## config.mk

```make
export PLATFORM = sky130hd
export DESIGN_NAME = rv_pipe_cpu
export DESIGN_NICKNAME = d
export VERILOG_FILES = /design/src/verilog/rv_pkg.sv /design/src/verilog/pipe_ctrl_if.sv /design/src/verilog/decode_stage.sv /design/src/verilog/execute_stage.sv /design/src/verilog/fetch_stage.sv /design/src/verilog/hazard_control.sv /design/src/verilog/memory_stage.sv /design/src/verilog/pipe_reg.sv /design/src/verilog/rv_pipe_cpu.sv
export VERILOG_INCLUDE_DIRS = /design/src /design/src/verilog
export SDC_FILE = /design/constraint.sdc
export NUM_CORES = 2
export LEC_CHECK = 0
export ABC_AREA = 1
export BUFFER_PORTS_ARGS = -buffer_cell sky130_fd_sc_hd__buf_2
export CAP_MARGIN = 5
export CORE_MARGIN = 1
export CORE_UTILIZATION = 35
export CTS_BUF_LIST = sky130_fd_sc_hd__clkbuf_4 sky130_fd_sc_hd__clkbuf_8 sky130_fd_sc_hd__clkbuf_16
export DETAILED_ROUTE_END_ITERATION = 7
export SLEW_MARGIN = 25
export SYNTH_ARGS = -nofsm -noshare
export SYNTH_HDL_FRONTEND = slang
export SYNTH_SLANG_ARGS = --single-unit
```

## constraint.sdc

```tcl
create_clock -name clk -period 23.9 [get_ports clk]
set_input_delay 2.39 -clock clk [delete_from_list [all_inputs] [get_ports clk]]
set_output_delay 2.39 -clock clk [all_outputs]
set_load 0.1 [all_outputs]
```

## src/verilog/rv_defines.svh

```systemverilog
`ifndef RV_DEFINES_SVH
`define RV_DEFINES_SVH

// datapath and address width
`define RV_XLEN 32

// architectural register count
`define RV_NREGS 32

// first fetch address after reset
`define RV_RESET_PC 32'h0000_0000

`endif

```

## src/verilog/rv_pkg.sv

```systemverilog
`include "rv_defines.svh"

package rv_pkg;

    typedef enum logic [6:0] {
        OPC_OP     = 7'b0110011,
        OPC_OP_IMM = 7'b0010011,
        OPC_LUI    = 7'b0110111,
        OPC_LOAD   = 7'b0000011,
        OPC_STORE  = 7'b0100011,
        OPC_BRANCH = 7'b1100011
    } opcode_e;

    typedef enum logic [2:0] {
        ALU_ADD, ALU_SUB, ALU_AND, ALU_OR, ALU_XOR, ALU_SLT
    } alu_op_e;

    typedef enum logic {
        WB_ALU,
        WB_LOAD
    } wb_sel_e;

    typedef struct packed {
        logic [4:0]            rs1;
        logic [4:0]            rs2;
        logic [4:0]            rd;
        alu_op_e               alu_op;
        logic [`RV_XLEN-1:0]   imm;
        logic                  use_imm;
        logic                  is_lui;
        logic                  mem_read;
        logic                  mem_write;
        logic                  is_branch;
        logic                  branch_ne;  // bne when set, beq otherwise
        logic                  reg_write;
        wb_sel_e               wb_sel;
    } ctrl_word_t;

    typedef struct packed {
        logic [`RV_XLEN-1:0] pc;
        logic [`RV_XLEN-1:0] instr;
    } if_id_t;

    typedef struct packed {
        ctrl_word_t          ctrl;
        logic [`RV_XLEN-1:0] pc;
        logic [`RV_XLEN-1:0] rs1_val;
        logic [`RV_XLEN-1:0] rs2_val;
    } id_ex_t;

    typedef struct packed {
        logic [4:0]          rd;
        logic                reg_write;
        logic                mem_read;
        logic                mem_write;
        wb_sel_e             wb_sel;
        logic [`RV_XLEN-1:0] alu_out;
        logic [`RV_XLEN-1:0] store_data;
    } ex_mem_t;

    typedef struct packed {
        logic [4:0]          rd;
        logic                reg_write;
        logic [`RV_XLEN-1:0] result;
    } mem_wb_t;

endpackage
```

## src/verilog/pipe_ctrl_if.sv

```systemverilog
`timescale 1ns/1ps

interface pipe_ctrl_if (input logic clk);
    // freeze levels, low holds the register
    logic pc_load;
    logic id_load;
    logic ex_load;
    logic mem_load;
    logic wb_load;
    // bubble insertion
    logic id_flush;
    logic ex_flush;

    modport ctrl (input clk, output pc_load, id_load, ex_load, mem_load, wb_load,
                  id_flush, ex_flush);
    modport stage (input clk, input pc_load, id_load, ex_load, mem_load, wb_load,
                   id_flush, ex_flush);
endinterface

```

## src/verilog/decode_stage.sv

```systemverilog
`timescale 1ns/1ps
`include "rv_defines.svh"

module decode_stage (
    input  logic            clk,
    input  logic            rst,
    input  rv_pkg::if_id_t  id_in,
    input  logic            id_valid,
    input  rv_pkg::mem_wb_t wb_in,
    input  logic            wb_valid,
    output rv_pkg::id_ex_t  id_out
);
    import rv_pkg::*;

    logic [`RV_XLEN-1:0] regs [`RV_NREGS];
    logic [`RV_XLEN-1:0] ins;
    logic                wb_we;
    ctrl_word_t          c;

    assign ins   = id_in.instr;
    assign wb_we = wb_valid & wb_in.reg_write & (wb_in.rd != 5'd0) & ~rst;

    always_ff @(posedge clk) begin
        if (wb_we) begin
            regs[wb_in.rd] <= wb_in.result;
        end
    end

    always_comb begin
        c           = '0;
        c.rs1       = ins[19:15];
        c.rs2       = ins[24:20];
        c.rd        = ins[11:7];
        c.alu_op    = ALU_ADD;
        c.wb_sel    = WB_ALU;
        case (opcode_e'(ins[6:0]))
            OPC_OP, OPC_OP_IMM: begin
                c.use_imm   = (ins[6:0] == OPC_OP_IMM);
                c.imm       = {{20{ins[31]}}, ins[31:20]};
                c.reg_write = 1'b1;
                if (c.use_imm) c.rs2 = 5'd0;
                case (ins[14:12])
                    3'b000: c.alu_op = (!c.use_imm && ins[30]) ? ALU_SUB : ALU_ADD;
                    3'b010: c.alu_op = ALU_SLT;
                    3'b100: c.alu_op = ALU_XOR;
                    3'b110: c.alu_op = ALU_OR;
                    3'b111: c.alu_op = ALU_AND;
                    default: c.reg_write = 1'b0;  // shifts, sltu not built
                endcase
            end
            OPC_LUI: begin
                c.is_lui    = 1'b1;
                c.imm       = {ins[31:12], 12'b0};
                c.rs1       = 5'd0;
                c.rs2       = 5'd0;
                c.reg_write = 1'b1;
            end
            OPC_LOAD: begin
                c.use_imm   = 1'b1;
                c.imm       = {{20{ins[31]}}, ins[31:20]};
                c.rs2       = 5'd0;
                c.mem_read  = 1'b1;
                c.reg_write = 1'b1;
                c.wb_sel    = WB_LOAD;
            end
            OPC_STORE: begin
                c.use_imm   = 1'b1;
                c.imm       = {{20{ins[31]}}, ins[31:25], ins[11:7]};
                c.rd        = 5'd0;
                c.mem_write = 1'b1;
            end
            OPC_BRANCH: begin
                c.imm       = {{19{ins[31]}}, ins[31], ins[7], ins[30:25], ins[11:8], 1'b0};
                c.rd        = 5'd0;
                c.is_branch = 1'b1;
                c.branch_ne = ins[12];
            end
            default: c.rd = 5'd0;  // unknown opcode, nothing written
        endcase
        if (!id_valid) begin
            c.reg_write = 1'b0;
            c.mem_read  = 1'b0;
            c.mem_write = 1'b0;
            c.is_branch = 1'b0;
        end
    end

    // x0 reads zero, wb write shows through in the same cycle
    function automatic logic [`RV_XLEN-1:0] rf_read(input logic [4:0] idx);
        logic [`RV_XLEN-1:0] val;
        if (idx == 5'd0) val = '0;
        else if (wb_we && wb_in.rd == idx) val = wb_in.result;
        else val = regs[idx];
        return val;
    endfunction

    always_comb begin
        id_out.ctrl    = c;
        id_out.pc      = id_in.pc;
        id_out.rs1_val = rf_read(c.rs1);
        id_out.rs2_val = rf_read(c.rs2);
    end

endmodule

```

## src/verilog/execute_stage.sv

```systemverilog
`timescale 1ns/1ps
`include "rv_defines.svh"

module execute_stage (
    input  rv_pkg::id_ex_t      ex_in,
    input  logic                ex_valid,
    input  rv_pkg::ex_mem_t     mem_fwd,
    input  logic                mem_fwd_valid,
    input  rv_pkg::mem_wb_t     wb_fwd,
    input  logic                wb_fwd_valid,
    output rv_pkg::ex_mem_t     ex_out,
    output logic                redirect,
    output logic [`RV_XLEN-1:0] redirect_pc,
    output logic                load_use
);
    import rv_pkg::*;

    ctrl_word_t          c;
    logic                mem_hit1, mem_hit2, wb_hit1, wb_hit2;
    logic [`RV_XLEN-1:0] rs1_fwd, rs2_fwd, op_b, alu_out;
    logic                taken;

    assign c = ex_in.ctrl;

    assign mem_hit1 = mem_fwd_valid & mem_fwd.reg_write & (c.rs1 != 5'd0)
                      & (mem_fwd.rd == c.rs1);
    assign mem_hit2 = mem_fwd_valid & mem_fwd.reg_write & (c.rs2 != 5'd0)
                      & (mem_fwd.rd == c.rs2);
    assign wb_hit1  = wb_fwd_valid & wb_fwd.reg_write & (c.rs1 != 5'd0)
                      & (wb_fwd.rd == c.rs1);
    assign wb_hit2  = wb_fwd_valid & wb_fwd.reg_write & (c.rs2 != 5'd0)
                      & (wb_fwd.rd == c.rs2);

    // load in mem has no data yet
    assign load_use = ex_valid & mem_fwd.mem_read & (mem_hit1 | mem_hit2);

    assign rs1_fwd = mem_hit1 ? mem_fwd.alu_out : wb_hit1 ? wb_fwd.result : ex_in.rs1_val;
    assign rs2_fwd = mem_hit2 ? mem_fwd.alu_out : wb_hit2 ? wb_fwd.result : ex_in.rs2_val;
    assign op_b    = c.use_imm ? c.imm : rs2_fwd;

    always_comb begin
        case (c.alu_op)
            ALU_SUB: alu_out = rs1_fwd - op_b;
            ALU_AND: alu_out = rs1_fwd & op_b;
            ALU_OR:  alu_out = rs1_fwd | op_b;
            ALU_XOR: alu_out = rs1_fwd ^ op_b;
            ALU_SLT: alu_out = {31'b0, $signed(rs1_fwd) < $signed(op_b)};
            default: alu_out = rs1_fwd + op_b;
        endcase
        if (c.is_lui) alu_out = c.imm;
    end

    assign taken = c.is_branch & ((rs1_fwd == rs2_fwd) ^ c.branch_ne);

    // on load-use the consumer is squashed and fetched again
    assign redirect    = ex_valid & (load_use | taken);
    assign redirect_pc = load_use ? ex_in.pc : ex_in.pc + c.imm;

    assign ex_out.rd         = c.rd;
    assign ex_out.reg_write  = c.reg_write & ex_valid & ~load_use;
    assign ex_out.mem_read   = c.mem_read & ex_valid & ~load_use;
    assign ex_out.mem_write  = c.mem_write & ex_valid & ~load_use;
    assign ex_out.wb_sel     = c.wb_sel;
    assign ex_out.alu_out    = alu_out;
    assign ex_out.store_data = rs2_fwd;

endmodule

```

## src/verilog/fetch_stage.sv

```systemverilog
`timescale 1ns/1ps
`include "rv_defines.svh"

module fetch_stage (
    input  logic                clk,
    input  logic                rst,
    pipe_ctrl_if.stage          ctrl,
    input  logic                redirect,
    input  logic [`RV_XLEN-1:0] redirect_pc,
    output logic                read_a,
    output logic [`RV_XLEN-1:0] address_a,
    input  logic                resp_a,
    input  logic [`RV_XLEN-1:0] rdata_a,
    output rv_pkg::if_id_t      if_out,
    output logic                if_valid
);

    logic [`RV_XLEN-1:0] pc;
    logic [`RV_XLEN-1:0] pend_pc;  // redirect target waiting for the open fetch
    logic                pend;
    logic                fetch_en;
    logic                take_redir;

    assign take_redir = redirect & ctrl.mem_load;  // ex frozen means branch retries

    always_ff @(posedge clk) begin
        if (rst) begin
            pc       <= `RV_RESET_PC;
            pend     <= 1'b0;
            fetch_en <= 1'b0;
        end else begin
            fetch_en <= 1'b1;
            if (resp_a) begin
                pend <= 1'b0;
                if (take_redir) begin
                    pc <= redirect_pc;
                end else if (pend) begin
                    pc <= pend_pc;  // stale fetch dropped
                end else if (ctrl.pc_load) begin
                    pc <= pc + `RV_XLEN'd4;
                end
            end else if (take_redir) begin
                pend <= 1'b1;
            end
        end
    end

    always_ff @(posedge clk) begin
        if (take_redir) begin
            pend_pc <= redirect_pc;
        end
    end

    assign read_a      = fetch_en;
    assign address_a   = pc;
    assign if_out.pc   = pc;
    assign if_out.instr = rdata_a;
    assign if_valid    = resp_a & ~pend & ~take_redir;

    // the flush behind a redirect leaves ex empty until the stale fetch returns
    a_single_redirect: assert property (@(posedge clk) disable iff (rst)
        pend |-> !redirect);

endmodule

```

## src/verilog/hazard_control.sv

```systemverilog
`timescale 1ns/1ps

module hazard_control (
    pipe_ctrl_if.ctrl ctrl,
    input  logic      read_a,
    input  logic      resp_a,
    input  logic      mem_busy,
    input  logic      load_use,
    input  logic      redirect
);

    always_comb begin
        ctrl.pc_load  = 1'b1;
        ctrl.id_load  = 1'b1;
        ctrl.ex_load  = 1'b1;
        ctrl.mem_load = 1'b1;
        ctrl.wb_load  = 1'b1;
        ctrl.id_flush = 1'b0;
        ctrl.ex_flush = 1'b0;
        if (mem_busy) begin
            // whole pipe waits, wb kept so ex forwarding survives
            ctrl.pc_load  = 1'b0;
            ctrl.id_load  = 1'b0;
            ctrl.ex_load  = 1'b0;
            ctrl.mem_load = 1'b0;
            ctrl.wb_load  = 1'b0;
        end else if (redirect || load_use) begin
            ctrl.id_flush = 1'b1;  // two younger instructions dropped
            ctrl.ex_flush = 1'b1;
        end else if (read_a && !resp_a) begin
            ctrl.pc_load  = 1'b0;
            ctrl.id_load  = 1'b0;
            ctrl.ex_flush = 1'b1;
        end
    end

    // a branch caught behind a data wait stays in ex until the wait ends
    a_wait_no_flush: assert property (@(posedge ctrl.clk)
        mem_busy && redirect |=> redirect);

endmodule

```

## src/verilog/memory_stage.sv

```systemverilog
`timescale 1ns/1ps

module memory_stage (
    input  logic            clk,
    input  logic            rst,
    pipe_ctrl_if.stage      ctrl,
    input  rv_pkg::ex_mem_t mem_in,
    input  logic            mem_valid,
    output logic            read_b,
    output logic            write_b,
    output logic [31:0]     address_b,
    output logic [31:0]     wdata_b,
    input  logic            resp_b,
    input  logic [31:0]     rdata_b,
    output rv_pkg::mem_wb_t mem_out,
    output logic            mem_busy
);
    import rv_pkg::*;

    logic        req;

    assign req       = mem_valid & (mem_in.mem_read | mem_in.mem_write);
    assign read_b    = req & mem_in.mem_read;
    assign write_b   = req & mem_in.mem_write;
    assign address_b = mem_in.alu_out;
    assign wdata_b   = mem_in.store_data;
    assign mem_busy  = req & ~resp_b;

    assign mem_out.rd        = mem_in.rd;
    assign mem_out.reg_write = mem_in.reg_write & mem_valid;
    assign mem_out.result    = (mem_in.wb_sel == WB_LOAD) ? rdata_b : mem_in.alu_out;

    a_rw_excl: assert property (@(posedge clk) disable iff (rst) !(read_b && write_b));

    a_req_hold: assert property (@(posedge clk) disable iff (rst)
        (read_b || write_b) && !resp_b |=> $stable(address_b) && $stable(wdata_b)
        && (read_b || write_b));

    // an open access holds ex/mem in place
    a_wait_freezes: assert property (@(posedge clk) disable iff (rst)
        mem_busy |-> !ctrl.mem_load);

endmodule

```

## src/verilog/pipe_reg.sv

```systemverilog
`timescale 1ns/1ps

module pipe_reg #(
    parameter type payload_t = rv_pkg::mem_wb_t
) (
    input  logic     clk,
    input  logic     rst,
    input  logic     load,
    input  logic     flush,
    input  payload_t d,
    input  logic     d_valid,
    output payload_t q,
    output logic     q_valid
);

    always_ff @(posedge clk) begin
        if (rst || flush) begin
            q_valid <= 1'b0;
        end else if (load) begin
            q_valid <= d_valid;
        end
    end

    always_ff @(posedge clk) begin
        if (load) begin
            q <= d;
        end
    end

    // a frozen stage keeps its instruction intact
    a_hold_on_freeze: assert property (@(posedge clk) disable iff (rst)
        q_valid && !load |-> !flush);

endmodule

```

## src/verilog/rv_pipe_cpu.sv

```systemverilog
`timescale 1ns/1ps

module rv_pipe_cpu (
    input  logic        clk,
    input  logic        rst,
    // instruction port
    output logic        read_a,
    output logic [31:0] address_a,
    input  logic        resp_a,
    input  logic [31:0] rdata_a,
    // data port
    output logic        read_b,
    output logic        write_b,
    output logic [31:0] address_b,
    output logic [31:0] wdata_b,
    input  logic        resp_b,
    input  logic [31:0] rdata_b
);
    import rv_pkg::*;

    if_id_t      if_d, if_q;
    id_ex_t      id_d, id_q;
    ex_mem_t     ex_d, ex_q;
    mem_wb_t     mem_d, wb_q;
    logic        if_valid, id_valid, ex_valid, mem_valid, wb_valid;
    logic        redirect, load_use, mem_busy;
    logic [31:0] redirect_pc;

    pipe_ctrl_if ctrl_if (.clk);

    hazard_control i_hazard (.ctrl(ctrl_if.ctrl), .read_a, .resp_a, .mem_busy,
                             .load_use, .redirect);

    fetch_stage i_fetch (.clk, .rst, .ctrl(ctrl_if.stage), .redirect, .redirect_pc,
                         .read_a, .address_a, .resp_a, .rdata_a,
                         .if_out(if_d), .if_valid);

    pipe_reg #(.payload_t(if_id_t)) i_if_id (.clk, .rst, .load(ctrl_if.id_load),
        .flush(ctrl_if.id_flush), .d(if_d), .d_valid(if_valid), .q(if_q), .q_valid(id_valid));

    decode_stage i_decode (.clk, .rst, .id_in(if_q), .id_valid, .wb_in(wb_q), .wb_valid,
                           .id_out(id_d));

    pipe_reg #(.payload_t(id_ex_t)) i_id_ex (.clk, .rst, .load(ctrl_if.ex_load),
        .flush(ctrl_if.ex_flush), .d(id_d), .d_valid(id_valid), .q(id_q), .q_valid(ex_valid));

    execute_stage i_execute (.ex_in(id_q), .ex_valid, .mem_fwd(ex_q),
                             .mem_fwd_valid(mem_valid), .wb_fwd(wb_q), .wb_fwd_valid(wb_valid),
                             .ex_out(ex_d), .redirect, .redirect_pc, .load_use);

    pipe_reg #(.payload_t(ex_mem_t)) i_ex_mem (.clk, .rst, .load(ctrl_if.mem_load),
        .flush(1'b0), .d(ex_d), .d_valid(ex_valid), .q(ex_q), .q_valid(mem_valid));

    memory_stage i_memory (.clk, .rst, .ctrl(ctrl_if.stage), .mem_in(ex_q), .mem_valid,
                           .read_b, .write_b, .address_b, .wdata_b, .resp_b, .rdata_b,
                           .mem_out(mem_d), .mem_busy);

    pipe_reg #(.payload_t(mem_wb_t)) i_mem_wb (.clk, .rst, .load(ctrl_if.wb_load),
        .flush(1'b0), .d(mem_d), .d_valid(mem_valid), .q(wb_q), .q_valid(wb_valid));

endmodule

```

== Word level (Yosys, flattened, before mapping) ==
Memory sizes are Yosys's and may differ from the RTL's. A register that Yosys moved wholly into a read port is not among the register bits.
Index checks and enable logic that the tools add are counted.

* Add/sub/neg operators: 4
* Magnitude comparators: 1
* Equal/unequal tests: 20
* Muxes and demuxes: 37
* Bitwise logic cells: 41
* Reduce and logical (&&, ||, !) cells: 24

{| class="wikitable"
|+ Operators by type and width
! kind !! number
|-
| $mux 32 || 11
|-
| $pmux 32 s5 || 1
|-
| $pmux 32 s4 || 1
|-
| $add 32x32->32 || 2
|-
| $add 32x3->32 const B || 1
|-
| $and 32x32->32 || 1
|-
| $eq 32x32->1 || 1
|-
| $lt 32x32->1 || 1
|-
| $or 32x32->32 || 1
|-
| $sub 32x32->32 || 1
|-
| $xor 32x32->32 || 1
|-
| $and 1x1->1 || 29
|-
| $eq 7x6->1 const B || 3
|-
| $eq 5x5->1 || 4
|-
| $mux 1 || 17
|-
| $eq 3x3->1 const B || 5
|-
| $pmux 3 s5 || 1
|-
| $reduce_bool 5->1 || 3
|-
| $logic_not 5->1 || 2
|-
| $mux 5 || 2
|-
| $pmux 5 s2 || 1
|-
| $eq 3x2->1 const B || 3
|-
| $reduce_or 2->1 || 4
|-
| $eq 7x2->1 const B || 1
|-
| other kinds (17) || 30
|}

* Bits in registers: 335
* Memory bits (writable): 1,024
* Input port bits: 68
* Output and inout bits: 99
* Logic and storage cells: 162
* Memories: 1

{| class="wikitable"
|+ Memory list
! memory !! words !! bits a word !! rd ports !! clocked after memory_dff !! write ports !! line !! RTL
|-
| i_decode.regs || 32 || 32 || 2 || 2 || 1 || decode_stage.sv:15 || <nowiki>logic [`RV_XLEN-1:0] regs [`RV_NREGS];</nowiki>
|}

== Logic depth before layout (Yosys ltp) ==
* Depth in word-level cells: 16
* Gate-level depth with buffers: 36
* Depth with buffers taken out: 34

== Modules after synthesis ==
A second synthesis with hierarchy kept.

* Cells, all modules: 9,669
* Area, all modules: 80,708.7 um2

{| class="wikitable"
|+ Modules (own cells, without submodules)
! module !! instances !! cells an instance !! area an instance (um2)
|-
| decode_stage || 1 || 6,062 || 53,060.9
|-
| execute_stage || 1 || 2,521 || 12,279.3
|-
| pipe_reg at i_id_ex || 1 || 161 || 4,669.5
|-
| fetch_stage || 1 || 535 || 4,073.9
|-
| pipe_reg at i_ex_mem || 1 || 80 || 2,237.1
|-
| pipe_reg at i_if_id || 1 || 71 || 1,966.9
|-
| pipe_reg at i_mem_wb || 1 || 45 || 1,186.1
|-
| memory_stage || 1 || 181 || 1,168.6
|-
| hazard_control || 1 || 12 || 62.6
|-
| rv_pipe_cpu || 1 || 1 || 3.8
|}

== Worst setup path after synthesis ==
Ideal clock, no wire load.

* Kind: input to register
* Start point: input port resp_b
* End point: register i_if_id.q[0] (netlist bit), enable pin
* Arrival time: 10.545 ns
* Required time: 23.210 ns
* Path slack: 12.665 ns
* Stages: 4
* Buffers on the path: 0
* Cells stage by stage: nor2_1 clkinv_1 o21ai_0 nand2_1

* Longest elaborated chain between the ends: 3

{| class="wikitable"
|+ RTL lines
! item !! line !! RTL
|-
| start, declared || rv_pipe_cpu.sv:16 || <nowiki>input logic resp_b,</nowiki>
|-
| $not 1->1 || memory_stage.sv:27 || <nowiki>assign mem_busy = req & ~resp_b;</nowiki>
|-
| $and 1x1->1 || memory_stage.sv:27 ||
|-
| $mux 1 || hazard_control.sv:20 || <nowiki>if (mem_busy) begin</nowiki>
|-
| via ctrl_if.id_load || pipe_ctrl_if.sv:6 || <nowiki>logic id_load;</nowiki>
|-
| end signal, assigned || pipe_reg.sv:26 || <nowiki>q <= d;</nowiki>
|-
| end, declared || pipe_reg.sv:12 || <nowiki>output payload_t q,</nowiki>
|}

The timed path passes the listed nets, and every way through them passes these cells.
A chain may end at the register's enable or synchronous reset.

== Final worst setup path ==
* Start point: register i_if_id.q[5] (netlist bit)
* End point: register, netlist name i_id_ex.q[11]

* Longest elaborated chain between the ends: 4
* Elaborated cells between the ends (all ways): 9
* Classes of those cells: eq/ne (4); mux (2); reduce/logical (3)

{| class="wikitable"
|+ RTL lines
! item !! line !! RTL
|-
| $eq 7x5->1 (tied with other cells) || decode_stage.sv:36, decode_stage.sv:38 ||
|-
| $mux 5 or $reduce_or 2->1 (tied branches) || n/a ||
|-
| $pmux 5 s2 (*) || decode_stage.sv:36 || <nowiki>case (opcode_e'(ins[6:0]))</nowiki>
|-
| $logic_not 5->1 || decode_stage.sv:91 || <nowiki>if (idx == 5'd0) val = '0;</nowiki>
|}

Mark *: on every way between the ends. The rest lies on a longest branch, timed or not.

==> qor.log <==
[run_status] outcome finished clean
[logic_synthesis] Mapped Cells 8,422
[critical_path] count of buffer and inverter cells on the critical path 4
[finish] fraction of final layout cells with drive strength greater than 1 8.35%
[floorplanning] die extent in x 468 um
[place] count of port buffers added during placement 166
[global_routing] largest net degree at the start of global routing 153
[logic_synthesis] Seq cells post-synth 1,423
[logic_synthesis] portion of the post-synthesis area used by sequential elements 55.7%
[critical_path] Worst path most repeated cell sky130_fd_sc_hd__nand2_1
[global_routing] number of global-route vias before repair 63,700
[logic_synthesis] Primary FF master, synth sky130_fd_sc_hd__edfxtp_1
[sta] Finish-stage setup viols 0
[cts] clock net sink count 1,423
[route] average wire per cell in the routed design 27.2 um
[route] number of vias per cell after detailed routing 6.01
[place] cell count after placement 11,000
[sta] RSZ-0062 raised after global routing no
[logic_synthesis] number of flops mapped to enable cells by yosys 1,385
[critical_path] kind of start point of the critical path register
[finish] layout net count 8,501
[cts] # resized after CTS 0
[logic_synthesis] FFs w/ async S/R, synth 0%
[finish] share of the core filled with cells 39.4%
[route] count of unresolved DRC violations after routing 0
[logic_synthesis] largest cells by area after synthesis sky130_fd_sc_hd__edfxtp_1, sky130_fd_sc_hd__o21ai_0, sky130_fd_sc_hd__nand2_1, sky130_fd_sc_hd__nor2_1, sky130_fd_sc_hd__a21oi_1
[critical_path] critical path start-end classification register to register
[place] routability congestion estimate 0.961
[route] total met2 wirelength after detailed routing 132 mm
[hold_path] class of the tightest hold or removal check register to register
[critical_path] launch point of the worst reg-to-reg path i_if_id.q[5]$_DFFE_PP_
[pwr] leakage power figure 31.3 nW
[finish] area delta synth->final 11.4%
[cts] TritonCTS clock tree built
[cts] source-to-sink clock delay at the later pin of the worst-skew pair 0.85 ns
[cts] clock input transition at the sequential cells of the worst setup and hold paths 0.06 ns
[route] highest signal layer in the routed design met5
[pwr] Worst IR Drop VDD 56.3 uV
[critical_path] required time at the worst-slack endpoint 24.58 ns
[sta] Max Clk Rate 153 MHz
[sta] Final Skew 0.0532 ns
[global_routing] total congestion overflow after global routing 0
[floorplanning] total I/O pin count 167
[sta] final worst path period share 27.3%
[pwr] post-layout total power 7.67 mW
[pwr] PD cells 90.5 mW/mm^2
[finish] fin area 0.0847 mm^2
[sta] final hold violations 0
[critical_path] critical path data arrival time 7.20 ns
[floorplanning] Die Area 0.219 mm^2
[sta] Max Slew Vio Count 0
[critical_path] series of cell instances along the critical path nand2_1 > nor2_1 > nand2_1 > nand2_1 > nand2_1 > nand2_8 > inv_8 > buf_4 > buf_4 > buf_4 > o21ai_0 > o21ai_0 > o221ai_1 > nand3_1 > o21ai_0 > a21oi_1
[critical_path] slowest stage delay, CP 0.87 ns
[sta] total negative slack 0 ns
[hold_path] worst hold path startpoint i_if_id.q[43]$_DFFE_PP_
[run] MaxCap Viol Count 0
[route] wire length reported by the detailed router 307 mm
[logic_synthesis] area of the mapped netlist 0.0760 mm^2
[floorplanning] core area 0.215 mm^2
[floorplanning] DIE HEIGHT 468 um
[place] Placed Area 0.0793 mm^2
[logic_synthesis] synthesized area per cell 9.03 um^2
[cts] number of buffers inserted by hold repair at cts 0
[cts] post-CTS setup-driven buffer insertion count 0
[global_routing] overall routing resource usage 27.1%
[cts] CTS root buf sky130_fd_sc_hd__clkbuf_16
[cts] clk buf depth 3
[logic_synthesis] Synth area leader sky130_fd_sc_hd__edfxtp_1
[logic_synthesis] fraction of post-synthesis cell area in the top cell type by area 54.7%
[critical_path] worst reg-to-reg setup slack 17.38 ns
[global_routing] wire length of the first global-routing pass 436 mm
[route] First DRT Iteration DRCs 10,600
[route] Met3 Wirelength 36.5 mm
[sta] Worst-Margin Slew 1.19 ns
[sta] Min Clock Period, post-route 6.52 ns
[critical_path] endpoint class of the critical path register
[cts] total CTS buffers 159
[sta] worst slew margin relative to its limit 20.9%
[route] met1 layer wirelength in the final routing 120 mm
[critical_path] worst setup path start i_if_id.q[5]$_DFFE_PP_
[logic_synthesis] number of different library cells in the post-synthesis netlist 59
[critical_path] Crit-path slowest cell sky130_fd_sc_hd__buf_4
[finish] count of placed standard cells in the final layout, fillers left out 11,300
[global_routing] antenna violations before repair 11
[route] total iterations of the first detailed-routing run 7
[critical_path] highest fanout seen on the critical path 110
[cts] count of H-tree levels built during CTS 4
[sta] final setup slack of the worst path 17.38 ns
[critical_path] kind of cell with the highest combined delay on the critical path buffers and inverters
[sta] Final Hold Slack 0.407 ns
[route] overall via count from detail_route 67,800
[place] HPWL after detailed placement 178 mm
[place] worst slack, placed 17.60 ns
[route] Routed Antenna Nets 0
[floorplanning] row cnt 170
[logic_synthesis] count of synthesis-stage warnings from yosys 0
[floorplanning] Initial Utilization 35.3%
-- report_power, final --
group          switching, mW  internal [mW]  leakage, nW
registers              0.158           3.15         13.4
logic                   1.47          0.390         15.2
clock network           1.10           1.39         2.61
total                   2.73           4.94         31.3
-- layout make-up --
| class | instances | area (um^2) |
|---|---|---|
| fill | 21000 | 131000 |
| sequential | 1423 | 42400 |
| multi-input combinational | 5760 | 28900 |
| clock buffer | 193 | 4280 |
| tap | 2838 | 3550 |
| inverter | 630 | 2420 |
| timing repair buffer | 328 | 2170 |
| clock inverter | 101 | 996 |
| antenna | 5 | 12.5 |
-- logic make-up after synthesis --
| family | share of synthesized area (%) |
|---|---|
| fa+ha+maj | 2.19 |
| buf+inv | 6.89 |
| other cells | 0.00493 |
| xor+xnor | 0.760 |
| simple gates | 15.2 |
| flops | 55.7 |
| mux | 0.0592 |
| compound gates | 19.2 |
-- registers in the layout, indices dropped and copies added, names as in the netlist, 32 cells and up --
name and cells:
i_fetch.pend_pc 32, i_id_ex.q 154, i_mem_wb.q 38, i_fetch.address_a 32, i_decode.regs 1024, i_if_id.q 64, i_ex_mem.q 73
-- layout by cell type (no fill, tap or decap), types with 8 or more instances in the layout --
master / instances
sky130_fd_sc_hd__ha_1: 128
sky130_fd_sc_hd__nand4_1: 24
sky130_fd_sc_hd__o21ai_0: 1479
sky130_fd_sc_hd__a41oi_1: 10
sky130_fd_sc_hd__xor2_1: 53
sky130_fd_sc_hd__o21ai_1: 10
sky130_fd_sc_hd__buf_8: 8
sky130_fd_sc_hd__buf_2: 166
sky130_fd_sc_hd__nor2_1: 976
sky130_fd_sc_hd__inv_2: 20
sky130_fd_sc_hd__a31oi_1: 13
sky130_fd_sc_hd__a221oi_1: 12
sky130_fd_sc_hd__o21a_1: 24
sky130_fd_sc_hd__nand2_1: 1255
sky130_fd_sc_hd__nand3_1: 477
sky130_fd_sc_hd__dfxtp_1: 38
sky130_fd_sc_hd__edfxtp_1: 1385
sky130_fd_sc_hd__clkinv_1: 41
sky130_fd_sc_hd__clkinv_2: 33
sky130_fd_sc_hd__clkbuf_4: 28
sky130_fd_sc_hd__o221ai_1: 72
sky130_fd_sc_hd__inv_1: 591
sky130_fd_sc_hd__or2_2: 15
sky130_fd_sc_hd__conb_1: 32
sky130_fd_sc_hd__clkbuf_16: 160
sky130_fd_sc_hd__o211ai_1: 131
sky130_fd_sc_hd__o22ai_1: 263
sky130_fd_sc_hd__buf_4: 146
sky130_fd_sc_hd__bufinv_16: 9
sky130_fd_sc_hd__nor2_4: 43
sky130_fd_sc_hd__inv_6: 9
sky130_fd_sc_hd__xnor2_1: 13
sky130_fd_sc_hd__a21boi_0: 10
sky130_fd_sc_hd__nor3_1: 25
sky130_fd_sc_hd__nor4_1: 11
sky130_fd_sc_hd__a21oi_1: 615
-- layer usage --
metal / track usage [%] / vias to the layer above
met3: 5.63 / 998
met4: 15.2 / 8
met2: 40.6 / 4823
met1: 36.5 / 32600
li1: - / 29400
met5: 0 / -
-- Yosys cell counts, drive strengths merged, types with 5 or more instances --
cell	instances
a211oi	5
a21boi	10
a21oi	615
a221oi	12
a31oi	13
a41oi	10
buf	165
clkbuf	475
clkinv	12
dfxtp	38
edfxtp	1385
ha	128
inv	618
nand2	1266
nand3	480
nand4	24
nor2	1022
nor3	25
nor4	12
o2111ai	7
o211ai	131
o21a	24
o21ai	1491
o21bai	5
o221ai	72
o22ai	263
or2	15
xnor2	13
xor2	53
-- worst paths after layout --
kind,endpoint,depth (start not counted)
max,i_id_ex.q[11]$_SDFFCE_PN0N_,16
min,i_id_ex.q[75]$_DFFE_PN_,0
max reg2reg,i_id_ex.q[11]$_SDFFCE_PN0N_,16
min reg2reg,i_id_ex.q[75]$_DFFE_PN_,0
(Power assumes the default switching activity.)
